==> src/design/ConvertPkg.sv <==
// Conversion widths, digit count, vector types and sequencer states

package ConvertPkg;

	// Width of the binary operand
	localparam int InputBits = 16;

	// Number of BCD digits in a result
	localparam int OutputDigits = 5;

	// Width of one BCD digit
	localparam int DigitBits = 4;

	// Packed BCD result width
	localparam int BcdBits = OutputDigits * DigitBits;

	// Width needed to count down the operand bits
	localparam int BitCountBits = $clog2(InputBits);

	// Binary operand as sampled from the caller
	typedef logic [InputBits-1:0] binaryT;

	// Five packed digits, ones digit in the low nibble
	typedef logic [BcdBits-1:0] bcdT;

	// One BCD digit
	typedef logic [DigitBits-1:0] digitT;

	// Remaining operand bits in a conversion
	typedef logic [BitCountBits-1:0] bitCountT;

	// Double shifts one bit in, Dabble applies the add-3 correction
	typedef enum logic [1:0] {
		Idle,
		Double,
		Dabble
	} sequencerStateT;

endpackage

==> src/design/DisplayPkg.sv <==
// Seven-segment, digit-select and scan types with the scan prescale constant

package DisplayPkg;

	// Clock cycles each digit stays lit
	// Kept short so a full scan fits in a short simulation
	localparam int ScanDivide = 4;

	// Width of the scan prescaler
	localparam int ScanCountBits = $clog2(ScanDivide);

	// Active-high segments, g f e d c b a from the top bit down
	typedef logic [6:0] segmentsT;

	// One-hot active-high digit enables, bit 0 is the ones digit
	typedef logic [4:0] digitSelectT;

	// Number of the digit being scanned, 0 to 4
	typedef logic [2:0] digitIndexT;

	// Prescaler count within one scan slot
	typedef logic [ScanCountBits-1:0] scanCountT;

endpackage

==> src/design/ConvertIf.sv <==
// Command interface between the conversion sequencer and the shift-add datapath
`timescale 1ns/100ps

interface ConvertIf;

	// Copy operand and clear the BCD register
	logic Load;

	// Double step, top operand bit moves into the BCD register
	logic Shift;

	// Dabble step, add three to each digit of five or more
	logic Adjust;

	// Hand the finished BCD value to the result register
	logic Capture;

	modport Sequencer (
		output Load,
		output Shift,
		output Adjust,
		output Capture
	);

	modport Datapath (
		input Load,
		input Shift,
		input Adjust,
		input Capture
	);

endinterface

==> src/design/ConversionSequencer.sv <==
// Double and dabble state machine with bit counter and command decode
`timescale 1ns/100ps

module ConversionSequencer (
	input  logic        Clock,
	input  logic        Reset,
	input  logic        Start_i,
	output logic        Busy_o,
	output logic        Done_o,
	ConvertIf.Sequencer Control
);
	import ConvertPkg::*;

	sequencerStateT State;
	bitCountT BitCount;
	logic Accept;
	logic LastStep;
	logic Finishing;

	// Start is ignored while a conversion is in flight
	assign Accept = Start_i && !Busy_o;

	// Final dabble of the last operand bit
	assign LastStep = (State == Dabble) && (BitCount == '0);

	// Busy stays up through the result hand-off cycle
	assign Busy_o = (State != Idle) || Finishing;

	assign Control.Load    = Accept;
	assign Control.Shift   = (State == Double);
	assign Control.Adjust  = (State == Dabble);
	assign Control.Capture = LastStep;

	always_ff @(posedge Clock or negedge Reset) begin
		if (!Reset) begin
			State     <= Idle;
			BitCount  <= '0;
			Finishing <= 1'b0;
			Done_o    <= 1'b0;
		end else begin
			Finishing <= LastStep;
			Done_o    <= Finishing;
			case (State)
				Idle: begin
					if (Accept) begin
						State    <= Double;
						BitCount <= bitCountT'(InputBits - 1);
					end
				end
				Double: begin
					State <= Dabble;
				end
				Dabble: begin
					if (BitCount == '0) begin
						State <= Idle;
					end else begin
						BitCount <= BitCount - 1'b1;
						State    <= Double;
					end
				end
				default: begin
					State <= Idle;
				end
			endcase
		end
	end

	// Done never overlaps busy
	assert property (@(posedge Clock) disable iff (!Reset) !(Busy_o && Done_o));

	// Load, Shift and Adjust exclusive, Capture only rides on Adjust
	assert property (@(posedge Clock) disable iff (!Reset)
		$onehot0({Control.Load, Control.Shift, Control.Adjust})
		&& (!Control.Capture || Control.Adjust));

endmodule

==> src/design/ShiftAdjustDatapath.sv <==
// Operand and BCD shift registers, add-3 adjust and the result register
`timescale 1ns/100ps

module ShiftAdjustDatapath (
	input  logic              Clock,
	input  logic              Reset,
	input  ConvertPkg::binaryT Binary_i,
	ConvertIf.Datapath        Control,
	output ConvertPkg::bcdT   Bcd_o,
	output logic              ResultStrobe_o
);
	import ConvertPkg::*;

	binaryT Operand;
	bcdT Work;
	bcdT Adjusted;
	logic CapturePending;

	function automatic logic DigitsValid(bcdT Value);
		logic Valid;
		Valid = 1'b1;
		for (int i = 0; i < OutputDigits; i++) begin
			if (Value[i*DigitBits +: DigitBits] > digitT'(9)) begin
				Valid = 1'b0;
			end
		end
		return Valid;
	endfunction

	// Add three to every digit of five or more
	always_comb begin
		digitT Digit;
		Adjusted = Work;
		for (int i = 0; i < OutputDigits; i++) begin
			Digit = Work[i*DigitBits +: DigitBits];
			if (Digit >= digitT'(5)) begin
				Adjusted[i*DigitBits +: DigitBits] = Digit + digitT'(3);
			end
		end
	end

	always_ff @(posedge Clock) begin
		if (Control.Load) begin
			Operand <= Binary_i;
			Work    <= '0;
		end else if (Control.Shift) begin
			Work    <= {Work[BcdBits-2:0], Operand[InputBits-1]};
			Operand <= {Operand[InputBits-2:0], 1'b0};
		end else if (Control.Adjust && !Control.Capture) begin
			Work <= Adjusted;
		end
		// Work is already final once the last bit is in, so it holds on Capture
	end

	always_ff @(posedge Clock or negedge Reset) begin
		if (!Reset) begin
			CapturePending <= 1'b0;
			ResultStrobe_o <= 1'b0;
			Bcd_o          <= '0;
		end else begin
			CapturePending <= Control.Capture;
			ResultStrobe_o <= CapturePending;
			if (CapturePending) begin
				Bcd_o <= Work;
			end
		end
	end

	// A digit above 9 after a shift means a missed adjust
	assert property (@(posedge Clock) disable iff (!Reset) Control.Shift |=> DigitsValid(Work));

endmodule

==> src/design/ScanTimer.sv <==
// Scan prescaler and digit index for the multiplexed display
`timescale 1ns/100ps

module ScanTimer (
	input  logic                   Clock,
	input  logic                   Reset,
	output logic                   ScanTick_o,
	output DisplayPkg::digitIndexT DigitIndex_o
);
	import ConvertPkg::*;
	import DisplayPkg::*;

	scanCountT Prescale;
	logic Wrap;

	// End of the current digit slot
	assign Wrap = (Prescale == scanCountT'(ScanDivide - 1));

	always_ff @(posedge Clock or negedge Reset) begin
		if (!Reset) begin
			Prescale     <= '0;
			ScanTick_o   <= 1'b0;
			DigitIndex_o <= '0;
		end else begin
			ScanTick_o <= Wrap;
			if (Wrap) begin
				Prescale <= '0;
				if (DigitIndex_o == digitIndexT'(OutputDigits - 1)) begin
					DigitIndex_o <= '0;
				end else begin
					DigitIndex_o <= DigitIndex_o + 1'b1;
				end
			end else begin
				Prescale <= Prescale + 1'b1;
			end
		end
	end

	// Index stays within the five digits
	assert property (@(posedge Clock) disable iff (!Reset)
		DigitIndex_o <= digitIndexT'(OutputDigits - 1));

endmodule

==> src/design/DisplayDriver.sv <==
// Held result, leading-zero blanking, digit select and seven-segment encoding
`timescale 1ns/100ps

module DisplayDriver (
	input  logic                    Clock,
	input  logic                    Reset,
	input  ConvertPkg::bcdT         Result_i,
	input  logic                    ResultStrobe_i,
	input  logic                    ScanTick_i,
	input  DisplayPkg::digitIndexT  DigitIndex_i,
	output DisplayPkg::digitSelectT DigitSelect_o,
	output DisplayPkg::segmentsT    Segments_o
);
	import ConvertPkg::*;
	import DisplayPkg::*;

	bcdT Held;
	logic [OutputDigits-1:0] Blank;
	digitT Digit;
	segmentsT Code;

	// Active-high segments g f e d c b a
	function automatic segmentsT Encode(digitT Value);
		case (Value)
			4'd0: return 7'h3F;
			4'd1: return 7'h06;
			4'd2: return 7'h5B;
			4'd3: return 7'h4F;
			4'd4: return 7'h66;
			4'd5: return 7'h6D;
			4'd6: return 7'h7D;
			4'd7: return 7'h07;
			4'd8: return 7'h7F;
			4'd9: return 7'h6F;
			default: return 7'h40;
		endcase
	endfunction

	always_ff @(posedge Clock or negedge Reset) begin
		if (!Reset) begin
			Held <= '0;
		end else if (ResultStrobe_i) begin
			Held <= Result_i;
		end
	end

	// Blank a digit when it and all higher digits are zero
	always_comb begin
		logic HigherZero;
		HigherZero = 1'b1;
		for (int i = OutputDigits - 1; i > 0; i--) begin
			HigherZero = HigherZero && (Held[i*DigitBits +: DigitBits] == '0);
			Blank[i] = HigherZero;
		end
		// Ones digit always lit
		Blank[0] = 1'b0;
	end

	assign Digit = Held[DigitIndex_i*DigitBits +: DigitBits];
	assign Code  = Encode(Digit);

	// Outputs move once per slot, right after the index changes
	always_ff @(posedge Clock or negedge Reset) begin
		if (!Reset) begin
			DigitSelect_o <= digitSelectT'(1);
			Segments_o    <= Encode('0);
		end else if (ScanTick_i) begin
			DigitSelect_o <= digitSelectT'(1) << DigitIndex_i;
			Segments_o    <= Blank[DigitIndex_i] ? '0 : Code;
		end
	end

endmodule

==> src/design/NumberDisplay.sv <==
// Top level joining BCD conversion and the multiplexed seven-segment display
`timescale 1ns/100ps

module NumberDisplay (
	input  logic                    Clock,
	input  logic                    Reset,
	input  logic                    Start_i,
	input  ConvertPkg::binaryT      Binary_i,
	output logic                    Busy_o,
	output logic                    Done_o,
	output ConvertPkg::bcdT         Bcd_o,
	output DisplayPkg::digitSelectT DigitSelect_o,
	output DisplayPkg::segmentsT    Segments_o
);
	import DisplayPkg::*;

	logic ResultStrobe;
	logic ScanTick;
	digitIndexT DigitIndex;

	ConvertIf Control ();

	ConversionSequencer Sequencer (
		.Clock   (Clock),
		.Reset   (Reset),
		.Start_i (Start_i),
		.Busy_o  (Busy_o),
		.Done_o  (Done_o),
		.Control (Control.Sequencer)
	);

	ShiftAdjustDatapath Datapath (
		.Clock          (Clock),
		.Reset          (Reset),
		.Binary_i       (Binary_i),
		.Control        (Control.Datapath),
		.Bcd_o          (Bcd_o),
		.ResultStrobe_o (ResultStrobe)
	);

	ScanTimer Scan (
		.Clock        (Clock),
		.Reset        (Reset),
		.ScanTick_o   (ScanTick),
		.DigitIndex_o (DigitIndex)
	);

	// Display takes the same result that leaves on Bcd_o
	DisplayDriver Display (
		.Clock          (Clock),
		.Reset          (Reset),
		.Result_i       (Bcd_o),
		.ResultStrobe_i (ResultStrobe),
		.ScanTick_i     (ScanTick),
		.DigitIndex_i   (DigitIndex),
		.DigitSelect_o  (DigitSelect_o),
		.Segments_o     (Segments_o)
	);

endmodule

==> config.mk <==
export PLATFORM = sky130hd
export DESIGN_NAME = NumberDisplay
export DESIGN_NICKNAME = d
export VERILOG_FILES = /design/src/design/ConvertPkg.sv /design/src/design/DisplayPkg.sv /design/src/design/ConvertIf.sv /design/src/design/ConversionSequencer.sv /design/src/design/ShiftAdjustDatapath.sv /design/src/design/ScanTimer.sv /design/src/design/DisplayDriver.sv /design/src/design/NumberDisplay.sv
export SDC_FILE = /design/constraint.sdc
export NUM_CORES = 1
export LEC_CHECK = 0
export ABC_CLOCK_PERIOD_IN_PS = 5800
export BUFFER_PORTS_ARGS = -buffer_cell sky130_fd_sc_hd__buf_2
export CORE_ASPECT_RATIO = 1.1
export CORE_UTILIZATION = 60
export DETAILED_ROUTE_END_ITERATION = 16
export PLACE_DENSITY = 0.92
export SETUP_SLACK_MARGIN = 0.02
export SLEW_MARGIN = 20
export SYNTH_ARGS = -nofsm -noshare
export SYNTH_HDL_FRONTEND = slang
export SYNTH_HIERARCHICAL = 1
export SYNTH_SLANG_ARGS = --single-unit
==> constraint.sdc <==
create_clock -name Clock -period 5.8 [get_ports Clock]
set_clock_uncertainty 0.15 [all_clocks]
set_input_delay 0.29 -clock Clock [delete_from_list [all_inputs] [get_ports Clock]]
set_output_delay 0.29 -clock Clock [all_outputs]
set_load 0.05 [all_outputs]
* Word-level counts from Yosys, hierarchy flattened
Memory sizes are Yosys's and may differ from the RTL's. Index checks and enable logic that the tools add are counted.
Storage, ports and cells: flip-flop bits (word level) 102, memory bits (read-only) 112, input bits 19, output and inout bits 34, word-level logic and storage cells 90, memories 1
Memories:
- (name not given) | words 16, width 7, rd ports 1, clocked after memory_dff 0, wr ports 0, RTL line DisplayDriver.sv:24 | case (Value)
Operators by class: add/subtract/negate cells 8, order comparisons 6, equality and inequality tests 6, shift-type cells 2, muxes and demuxes 20, reductions and logical operators 30
Operators by type and width (number):
- $mux 20 | 2
- $mux 16 | 2
- $mux 4 | 7
- $add 4x2->4 const B | 5
- $ge 4x3->1 const B | 5
- $logic_not 4->1 | 5
- $shiftx 20x6->4 | 1
- $reduce_bool 2->1 | 9
- $reduce_and 2->1 | 5
- $pmux 4 s2 | 1
- $mux 7 | 1
- $logic_and 1x1->1 | 6
- $pmux 2 s3 | 1
- $shl 1x3->5 const A | 1
- $eq 2x2->1 const B | 2
- $lt 3x4->1 const B | 1
- $mux 2 | 2
- $ne 2x2->1 const B | 2
- $sub 4x1->4 const B | 1
- $add 3x1->3 const B | 1
- $bmux 1 s3 | 1
- $eq 3x3->1 const B | 1
- $mux 3 | 1
- $reduce_and 3->1 | 1
- 6 further kinds | 8

* Depth between registers and ports, before layout
Gate-level depths: netlist of the first run.
depth in word-level cells 7, depth in mapped cells 10, depth with buffers taken out 9

* Modules after synthesis
The synthesis of the first run kept the hierarchy.
Modules (own cells, without submodules):
- ShiftAdjustDatapath | instances 1, cells each 264, area an instance 2862.7 sq um, sequential area each 1431.4 sq um
- DisplayDriver | instances 1, cells each 138, area an instance 1629.1 sq um, sequential area each 809.5 sq um
- ConversionSequencer | instances 1, cells each 31, area an instance 384.1 sq um, sequential area each 200.2 sq um
- ScanTimer | instances 1, cells each 21, area an instance 251.5 sq um, sequential area each 150.1 sq um

* Worst setup path after synthesis of the first run
OpenSTA, ideal clock, no wires.
path kind flip-flop to flip-flop, from reg Scan.DigitIndex_o[0], to reg Display.Segments_o[5], library setup time 0.078 ns, arrival 2.188 ns, data required time 5.572 ns, slack 3.385 ns, stages on the path, launching flop included 11, buffers on the path 1, clock period less this slack 2.415 ns, cells stage by stage dfrtp_1 -> buf_4 -> mux4_2 -> inv_1 -> o21a_1 -> inv_1 -> ha_1 -> or3_1 -> o311ai_0 -> a21oi_1 -> o22ai_1
Between the ends: cells in the longest elaborated chain, start to end 3, elaborated cells between the ends (all ways) 5, classes of those cells 1 x shift; 3 x mux; 1 x memory
RTL lines:
- start, declared | RTL line ScanTimer.sv:8 | output DisplayPkg::digitIndexT DigitIndex_o
- start signal, assigned | RTL line ScanTimer.sv:31 | DigitIndex_o <= DigitIndex_o + 1'b1;
- $shiftx 20x6->4 or $bmux 1 s3 (tied branches) | RTL line DisplayDriver.sv:59, DisplayDriver.sv:69
- $mem_v2 16x7 or $mux 1 (tied branches)
- $mux 7 * | RTL line DisplayDriver.sv:69 | Segments_o <= Blank[DigitIndex_i] ? '0 : Code;
- end signal, assigned | RTL line DisplayDriver.sv:66 | Segments_o <= Encode('0);
- end signal, assigned | RTL line DisplayDriver.sv:69
- end, declared | RTL line DisplayDriver.sv:12 | output DisplayPkg::segmentsT Segments_o
Every way passes the cells marked *; elsewhere a longest branch is shown, timed or not. The select of a mux whose other input is x is not followed. A chain may end at the register's enable or synchronous reset.

* Final worst setup path of the first run
Same ends and word-level chain as after synthesis.

==> impl_metrics.env, run 1 <==
export IMPL_setup_viol=0
export IMPL_gp_congestion=0.949
export IMPL_syn_cell_area_sq_um=5130
export IMPL_synthFlopType="dfrtp_1"
export IMPL_grt_remaining_overflow=0
export IMPL_async_flop_share_pct=65.4
export IMPL_dieWidth_um=90.1
export IMPL_wire_per_inst_um=16.1
export IMPL_crit_end="Display/Segments_o[5]"
export IMPL_fin_setup_tns_ps=0
export IMPL_track_usage_pct=23.2
export IMPL_period_minus_slack_ps=2710
export IMPL_fmaxAchievable_mhz=369
export IMPL_p_int_mw=1.41
export IMPL_worstPathCellList="mux4_2, inv_1, o21a_1, inv_1, ha_1, or3_1, o311ai_0, a21oi_1, o22ai_1"
export IMPL_grt_pass1_wl_um=16600
export IMPL_p_seq_share_pct=45.7
export IMPL_slew_headroom_pct=44.3
export IMPL_layout_drive_gt1_share_pct=29.0
export IMPL_synth_nets=491
export IMPL_synth_top_family_by_area="multiplexers"
export IMPL_status="finished, violations left"
export IMPL_dr_total_vias=3661
export IMPL_cts_made_buffers=9
export IMPL_post_cts_buffers=0
export IMPL_synth_cells=454
export IMPL_crit_start="Scan/DigitIndex_o[0]"
export IMPL_p_leak_nw=2.52
export IMPL_first_pass_iters=11
export IMPL_cp_max_fo=18
export IMPL_violations="DRC"
export IMPL_worst_ep_arrival_time_ps=2860
export IMPL_wl_met3_um=387
export IMPL_start_util_pct=61.6
export IMPL_synth_most_common_cell="dfrtp_1"
export IMPL_stdcell_count=614
export IMPL_pwr_share_clk_pct=21.5
export IMPL_crit_slowest_cell="dfrtp_1"
export IMPL_synthTopCellsByCount="dfrtp_1 (61), mux2_2 (57), a21oi_1 (32), inv_1 (31), nor2_1 (23)"
export IMPL_hpwl_um=6960
export IMPL_p_total_mw=2.22
export IMPL_dieHeight_um=99.0
export IMPL_yosysWarnings=6
export IMPL_post_cts_resized=0
export IMPL_synthAdderAreaFrac_pct=4.39
export IMPL_synth_area_top_cells="dfrtp_1 (30%), mux2_2 (13%), edfxtp_1 (9.4%)"
export IMPL_met1Wirelength_um=4160
export IMPL_cap_violations=0
export IMPL_r2r_cells=9
export IMPL_io_buffers=52
export IMPL_synth_edff_count=16
export IMPL_drv_slew=0
export IMPL_final_hold_viol_count=0
export IMPL_crit_buf_inv=2
export IMPL_holdWs_ps=50.2
export IMPL_coreArea_sq_um=8320
export IMPL_avgSynthCellArea_sq_um=11.3
export IMPL_viasPerCell=5.96
export IMPL_clock_sinks=104
export IMPL_period_share_pct=46.7
export IMPL_synth_xor_area_share_pct=0.342
export IMPL_crit_cells=9
export IMPL_start_kind="flop"
export IMPL_fin_nets=535
export IMPL_synth_top_area_share_pct=29.8
export IMPL_reg2reg_slack_ps=3090
export IMPL_cts_root_buffer="clkbuf_8"
export IMPL_tritoncts="built"
export IMPL_r2r_start="Scan/DigitIndex_o[0]"
export IMPL_switching_share_pct=36.4
export IMPL_rsz0062_at_grt="no"
export IMPL_yosysUniqueCellTypes=61
export IMPL_powerDensity_nw_per_um2=392
export IMPL_ios=53
export IMPL_critical_path_top_delay_family="flip-flops"
export IMPL_drtAntennaViolNets=0
export IMPL_area_growth_pct=10.5
export IMPL_path_class="reg2reg"
export IMPL_n_antenna_cell=0
export IMPL_wl_met2_um=5140
export IMPL_fp_row_count=35
export IMPL_regToRegEndpoint="Display/Segments_o[5]"
export IMPL_ys_seq_area_share_pct=50.5
export IMPL_comb_power_share_pct=32.8
export IMPL_drcViolationCount=2
export IMPL_grt_max_degree=69
export IMPL_ys_ff_latch=104
export IMPL_top_layer="met4"
export IMPL_yosys_area_share_simple_pct=11.8
export IMPL_die_area_sq_um=8920
export IMPL_dp_cells=597
export IMPL_routed_wl_um=9900
export IMPL_required_ps=5950
export IMPL_fin_ws_ps=3090
export IMPL_cp_end_kind="flop"
export IMPL_synth_top_area_cell="dfrtp_1"
export IMPL_cts_clk_slew_worst_paths_ps=110
export IMPL_vdd_drop_max_mv=0.229
export IMPL_holdCritPathClass="in2reg"
export IMPL_hold_buffers=1
export IMPL_worst_slew_pin_slew_ps=836
export IMPL_pre_cts_slack_ps=3140
export IMPL_synth_compound_area_share_pct=13.8
export IMPL_cts_buffer_depth=2
export IMPL_p_sw_mw=0.809
export IMPL_cts_max_level=3
export IMPL_grt_pass1_vias=3458
export IMPL_muxShareOfSynthArea_pct=14.5
export IMPL_clk_latency_ps=370
export IMPL_cpPeakStageDelay_ps=680
export IMPL_antenna_found_initial=0
export IMPL_drt_iter0_drc=208
export IMPL_crit_top_cell="inv_1"
[power by group through the flow]
stage               sequential [mW]  combinational (mW)  clock, mW
floorplan                     0.994               0.604          0
global placement               1.02               0.679          0
detailed placement             1.03               0.720          0
CTS                            1.01               0.726      0.486
global route                   1.04               0.814      0.509
finish                         1.01               0.729      0.477
[how the worst min path moves through the flow]
stage	start	end	slack [ps]	cells after the start
global placement	Scan/Prescale[0]	Scan/Prescale[0]	270	1
CTS	Binary_i[0]	Datapath/Operand[0]	30	2
global route	Binary_i[0]	Datapath/Operand[0]	40	2
detailed placement	Scan/Prescale[0]	Scan/Prescale[0]	280	1
floorplan	Reset	Datapath/Bcd_o[0]	-160	0
finish	Binary_i[0]	Datapath/Operand[0]	50	2
[layer usage]
metal | up-vias | track usage [%]
met5 | - | 0
met4 | 0 | 9.43
met3 | 21 | 3.40
met2 | 110 | 40.5
met1 | 1782 | 29.0
li1 | 1748 | -
[cell type report]
| type | instances | area, sq um |
|---|---|---|
| multi-input combinational | 296 | 2310 |
| clock inverter | 7 | 91.3 |
| clock buffer | 9 | 124 |
| tap | 111 | 139 |
| sequential | 104 | 2590 |
| timing repair buffer | 56 | 293 |
| inverter | 31 | 116 |
| fill | 622 | 2660 |
[cells in the final DEF, fill, tap and decap left out, drive strengths merged, types with 11 or more instances in the layout]
cell type  count
a211oi        11
a21oi         32
buf           55
dfrtp         61
dfxtp         20
edfxtp        16
ha            18
inv           33
mux2          58
nor2          24
nor3          15
o21ai         17
[flip-flops by register name, summed over array words and instances, names as in the netlist]
register,cells
Datapath/Bcd_o,20
Datapath/CapturePending,1
Datapath/Operand,16
Datapath/ResultStrobe_o,1
Datapath/Work,20
Display/DigitSelect_o,5
Display/Held,20
Display/Segments_o,7
Scan/DigitIndex_o,3
Scan/Prescale,2
Scan/ScanTick_o,1
Sequencer/BitCount,4
Sequencer/Done_o,1
Sequencer/Finishing,1
Sequencer/State,2
[through the flow]
step | instance area [sq um] | util (%)
after floorplan | 5130 | -
after global placement | 5440 | 65.4
after detailed placement | 5440 | 65.4
after CTS | 5660 | 68.1
after global routing | 5660 | 68.1
final | 5660 | 68.1
[cells by family (layout without fill, tap and decap cells)]
kind of cell,count (synthesis),after routing
AO/OA/AOI/OAI,106,106
flip-flops,104,104
AND/OR/NAND/NOR,104,104
multiplexers,66,66
buffers and inverters,54,103
adder cells (fa/ha/maj),18,18
XOR/XNOR,2,2
(Power assumes the default switching activity.)
==> run 2: changes to the inputs <==
- ABC_AREA: not set -> 1
- ABC_CLOCK_PERIOD_IN_PS: 5800 -> 2450
- CORE_UTILIZATION: 60 -> 53
- PLACE_DENSITY: 0.92 -> 0.87
- clock period: 5.8 -> 2.45 ns (I/O delays scaled with it)
==> run 2 against run 1 <==
  * The run now ends clean
  * Clock power is 120% higher
  * Maximum frequency up 26%
  * Via count increased by 17%
  * Sequential power grew to 2.6 times the previous value
  * Synthesized cell count up 41%
  * Highest routed layer unchanged
  * Worst setup slack lost 2800 ps
  * Global-route usage shrank 0.49 points
  * Non-clock buffer count is 20 higher
==> impl_metrics.env, run 2 <==
export IMPL_status="complete, no violations"
export IMPL_dieWidth_um=96.5
export IMPL_synth_top_area_share_pct=29.3
export IMPL_yosysWarnings=6
export IMPL_post_cts_buffers=0
export IMPL_p_leak_nw=2.93
export IMPL_routed_wl_um=10800
export IMPL_synth_most_common_cell="nand2_1"
export IMPL_drv_slew=0
export IMPL_async_flop_share_pct=65.4
export IMPL_cts_made_buffers=9
export IMPL_coreArea_sq_um=9440
export IMPL_placed_area_sq_um=5550
export IMPL_p_int_mw=3.48
export IMPL_worstPathCellList="nand2_1, o2111ai_1, nand2_1, o21ai_1, inv_1, ha_1, nand2_1, nand3_1, nand3_1, nand2_1"
export IMPL_die_area_sq_um=10200
export IMPL_syn_cell_area_sq_um=5200
export IMPL_drtAntennaViolNets=0
export IMPL_yosysUniqueCellTypes=35
export IMPL_required_ps=2610
export IMPL_switching_share_pct=45.8
export IMPL_crit_top_cell="nand2_1"
export IMPL_rsz0062_at_grt="no"
export IMPL_grt_pass1_wl_um=18100
export IMPL_io_buffers=52
export IMPL_synth_top_area_cell="dfrtp_1"
export IMPL_cpPeakStageDelay_ps=650
export IMPL_cts_root_buffer="clkbuf_8"
export IMPL_drcViolationCount=0
export IMPL_grt_pass1_vias=4194
export IMPL_pwr_share_clk_pct=16.3
export IMPL_critical_path_top_delay_family="flip-flops"
export IMPL_period_minus_slack_ps=2140
export IMPL_viasPerCell=5.18
export IMPL_start_util_pct=55.1
export IMPL_powerDensity_nw_per_um2=1080
export IMPL_crit_buf_inv=1
export IMPL_grt_max_degree=69
export IMPL_holdPathStages=0
export IMPL_tritoncts="built"
export IMPL_avgSynthCellArea_sq_um=8.15
export IMPL_cts_clk_slew_worst_paths_ps=110
export IMPL_fin_nets=742
export IMPL_synth_edff_count=16
export IMPL_setup_viol=0
export IMPL_crit_cells=10
export IMPL_cp_max_fo=15
export IMPL_period_share_pct=87.5
export IMPL_comb_power_share_pct=43.1
export IMPL_final_hold_viol_count=0
export IMPL_fin_setup_tns_ps=0
export IMPL_layout_common_cells="nand2_1 (186), nor2_1 (86), dfrtp_1 (61), buf_2 (52), inv_1 (51)"
export IMPL_dieHeight_um=106
export IMPL_fmaxAchievable_mhz=467
export IMPL_track_usage_pct=22.7
export IMPL_worst_slew_pin_slew_ps=839
export IMPL_post_cts_resized=0
export IMPL_fp_row_count=37
export IMPL_p_sw_mw=2.93
export IMPL_ys_ff_latch=104
export IMPL_n_antenna_cell=0
export IMPL_synth_cells=638
export IMPL_clock_sinks=104
export IMPL_cap_violations=0
export IMPL_reg_top3="Datapath/Bcd_o x20, Datapath/Work x20, Display/Held x20"
export IMPL_synthTopCellsByCount="nand2_1 (186), nor2_1 (86), dfrtp_1 (61), inv_1 (51), nand3_1 (35)"
export IMPL_p_seq_share_pct=40.7
export IMPL_slew_headroom_pct=44.1
export IMPL_gp_congestion=0.915
export IMPL_grt_remaining_overflow=0
export IMPL_cts_buffer_depth=2
export IMPL_vdd_drop_max_mv=0.574
export IMPL_dp_cells=793
export IMPL_holdCritPathClass="reg2reg"
export IMPL_antenna_found_initial=0
export IMPL_synth_nets=675
export IMPL_dr_total_vias=4287
export IMPL_stdcell_area_sq_um=5910
export IMPL_cts_max_level=3
export IMPL_crit_slowest_cell="dfrtp_1"
export IMPL_layout_commonest_cell="nand2_1"
export IMPL_first_pass_iters=4
export IMPL_path_class="reg2reg"
export IMPL_drt_iter0_drc=215
export IMPL_synthFlopType="dfrtp_1"
export IMPL_area_growth_pct=13.7
export IMPL_ios=53
export IMPL_stdcell_count=827
export IMPL_holdWs_ps=247
export IMPL_cp_end_kind="flop"
export IMPL_ys_seq_area_share_pct=49.8
export IMPL_worst_ep_arrival_time_ps=2300
export IMPL_hpwl_um=7570
export IMPL_synth_area_top_cells="dfrtp_1 (29%), nand2_1 (13%), edfxtp_1 (9.2%)"
export IMPL_p_total_mw=6.41
export IMPL_layout_drive_gt1_share_pct=20.0
export IMPL_clk_latency_ps=380
export IMPL_r2r_cells=10
export IMPL_wire_per_inst_um=13.0
export IMPL_start_kind="flop"
-- run 2: cell types whose count changed after synthesis, sizes merged, moves of 9 or more --
| cell | delta |
|---|---|
| nand2 | +195 |
| nor2 | +65 |
| mux2 | -49 |
| nand3 | +36 |
| inv | +34 |
| o21ai | +16 |
| nor3 | -13 |
| a211oi | -11 |
| a21oi | +9 |
| nand2b | -9 |
| o22ai | -9 |
-- run 2: power groups by stage --
stage          logic (mW)  clock network, mW  registers (mW)
5_1_grt              3.08               1.12            2.66
3_5_place_dp         2.72                  0            2.64
3_3_place_gp         2.60                  0            2.61
6_report             2.76               1.04            2.61
2_1_floorplan        1.68                  0            3.05
4_1_cts              2.76               1.05            2.60
-- run 2: final timing paths --
| kind | startpoint | to | slack, ps |
|---|---|---|---|
| worst max-delay path | Scan/DigitIndex_o[0] | Display/Segments_o[3] | 310 |
| worst min-delay path | Sequencer/Finishing | Sequencer/Done_o | 250 |
| worst max register to register | Scan/DigitIndex_o[0] | Display/Segments_o[3] | 310 |
| worst min register to register | Sequencer/Finishing | Sequencer/Done_o | 250 |
| max in group asynchronous | Reset | Datapath/Bcd_o[13] | 1290 |
| min in group asynchronous | Reset | Scan/Prescale[1] | 310 |
-- run 2: cell type report --
| class | instances | area (sq um) |
|---|---|---|
| timing repair buffer | 76 | 485 |
| tap | 117 | 146 |
| fill | 769 | 3530 |
| clock buffer | 9 | 124 |
| multi-input combinational | 444 | 2230 |
| inverter | 70 | 272 |
| clock inverter | 7 | 62.6 |
| sequential | 104 | 2590 |
-- run 2: routing by layer --
layer	wire [um]	global-route usage (%)	vias to the layer above
li1	-	-	2152
met1	4380	26.0	2000
met2	5620	39.9	111
met3	446	3.79	24
met4	300	11.2	0
met5	0	0	-
-- run 2: worst reg2reg max path: stages, from the launching register on --
cell and delay [ps]:
dfrtp_1 650, nand2_1 170, o2111ai_1 210, nand2_1 70, o21ai_1 140, inv_1 110, ha_1 300, nand2_1 90
nand3_1 70, nand3_1 70, nand2_1 60
-- run 2: repair_timing --
action | 4_1_cts | 5_1_grt
setup endpoints to repair | 0 | 0
endpoints found under the hold margin | 78 | 0
hold buffers | 18 | 0
-- run 2: per-stage QoR --
step	setup slack [ps]	utilization, %
after global routing	102	62.6
after floorplan	547	-
after detailed placement	315	58.7
after CTS	298	62.6
final	307	62.6
after global placement	432	58.7
-- run 2: cell families (layout without fill, tap and decap cells) --
group	Yosys count	after routing	synth area share, %
fa+ha+maj	18	18	4.33
mux	9	9	1.95
buf+inv	90	162	7.29
simple gates	338	338	27.8
flops	104	104	49.8
compound gates	79	79	8.83
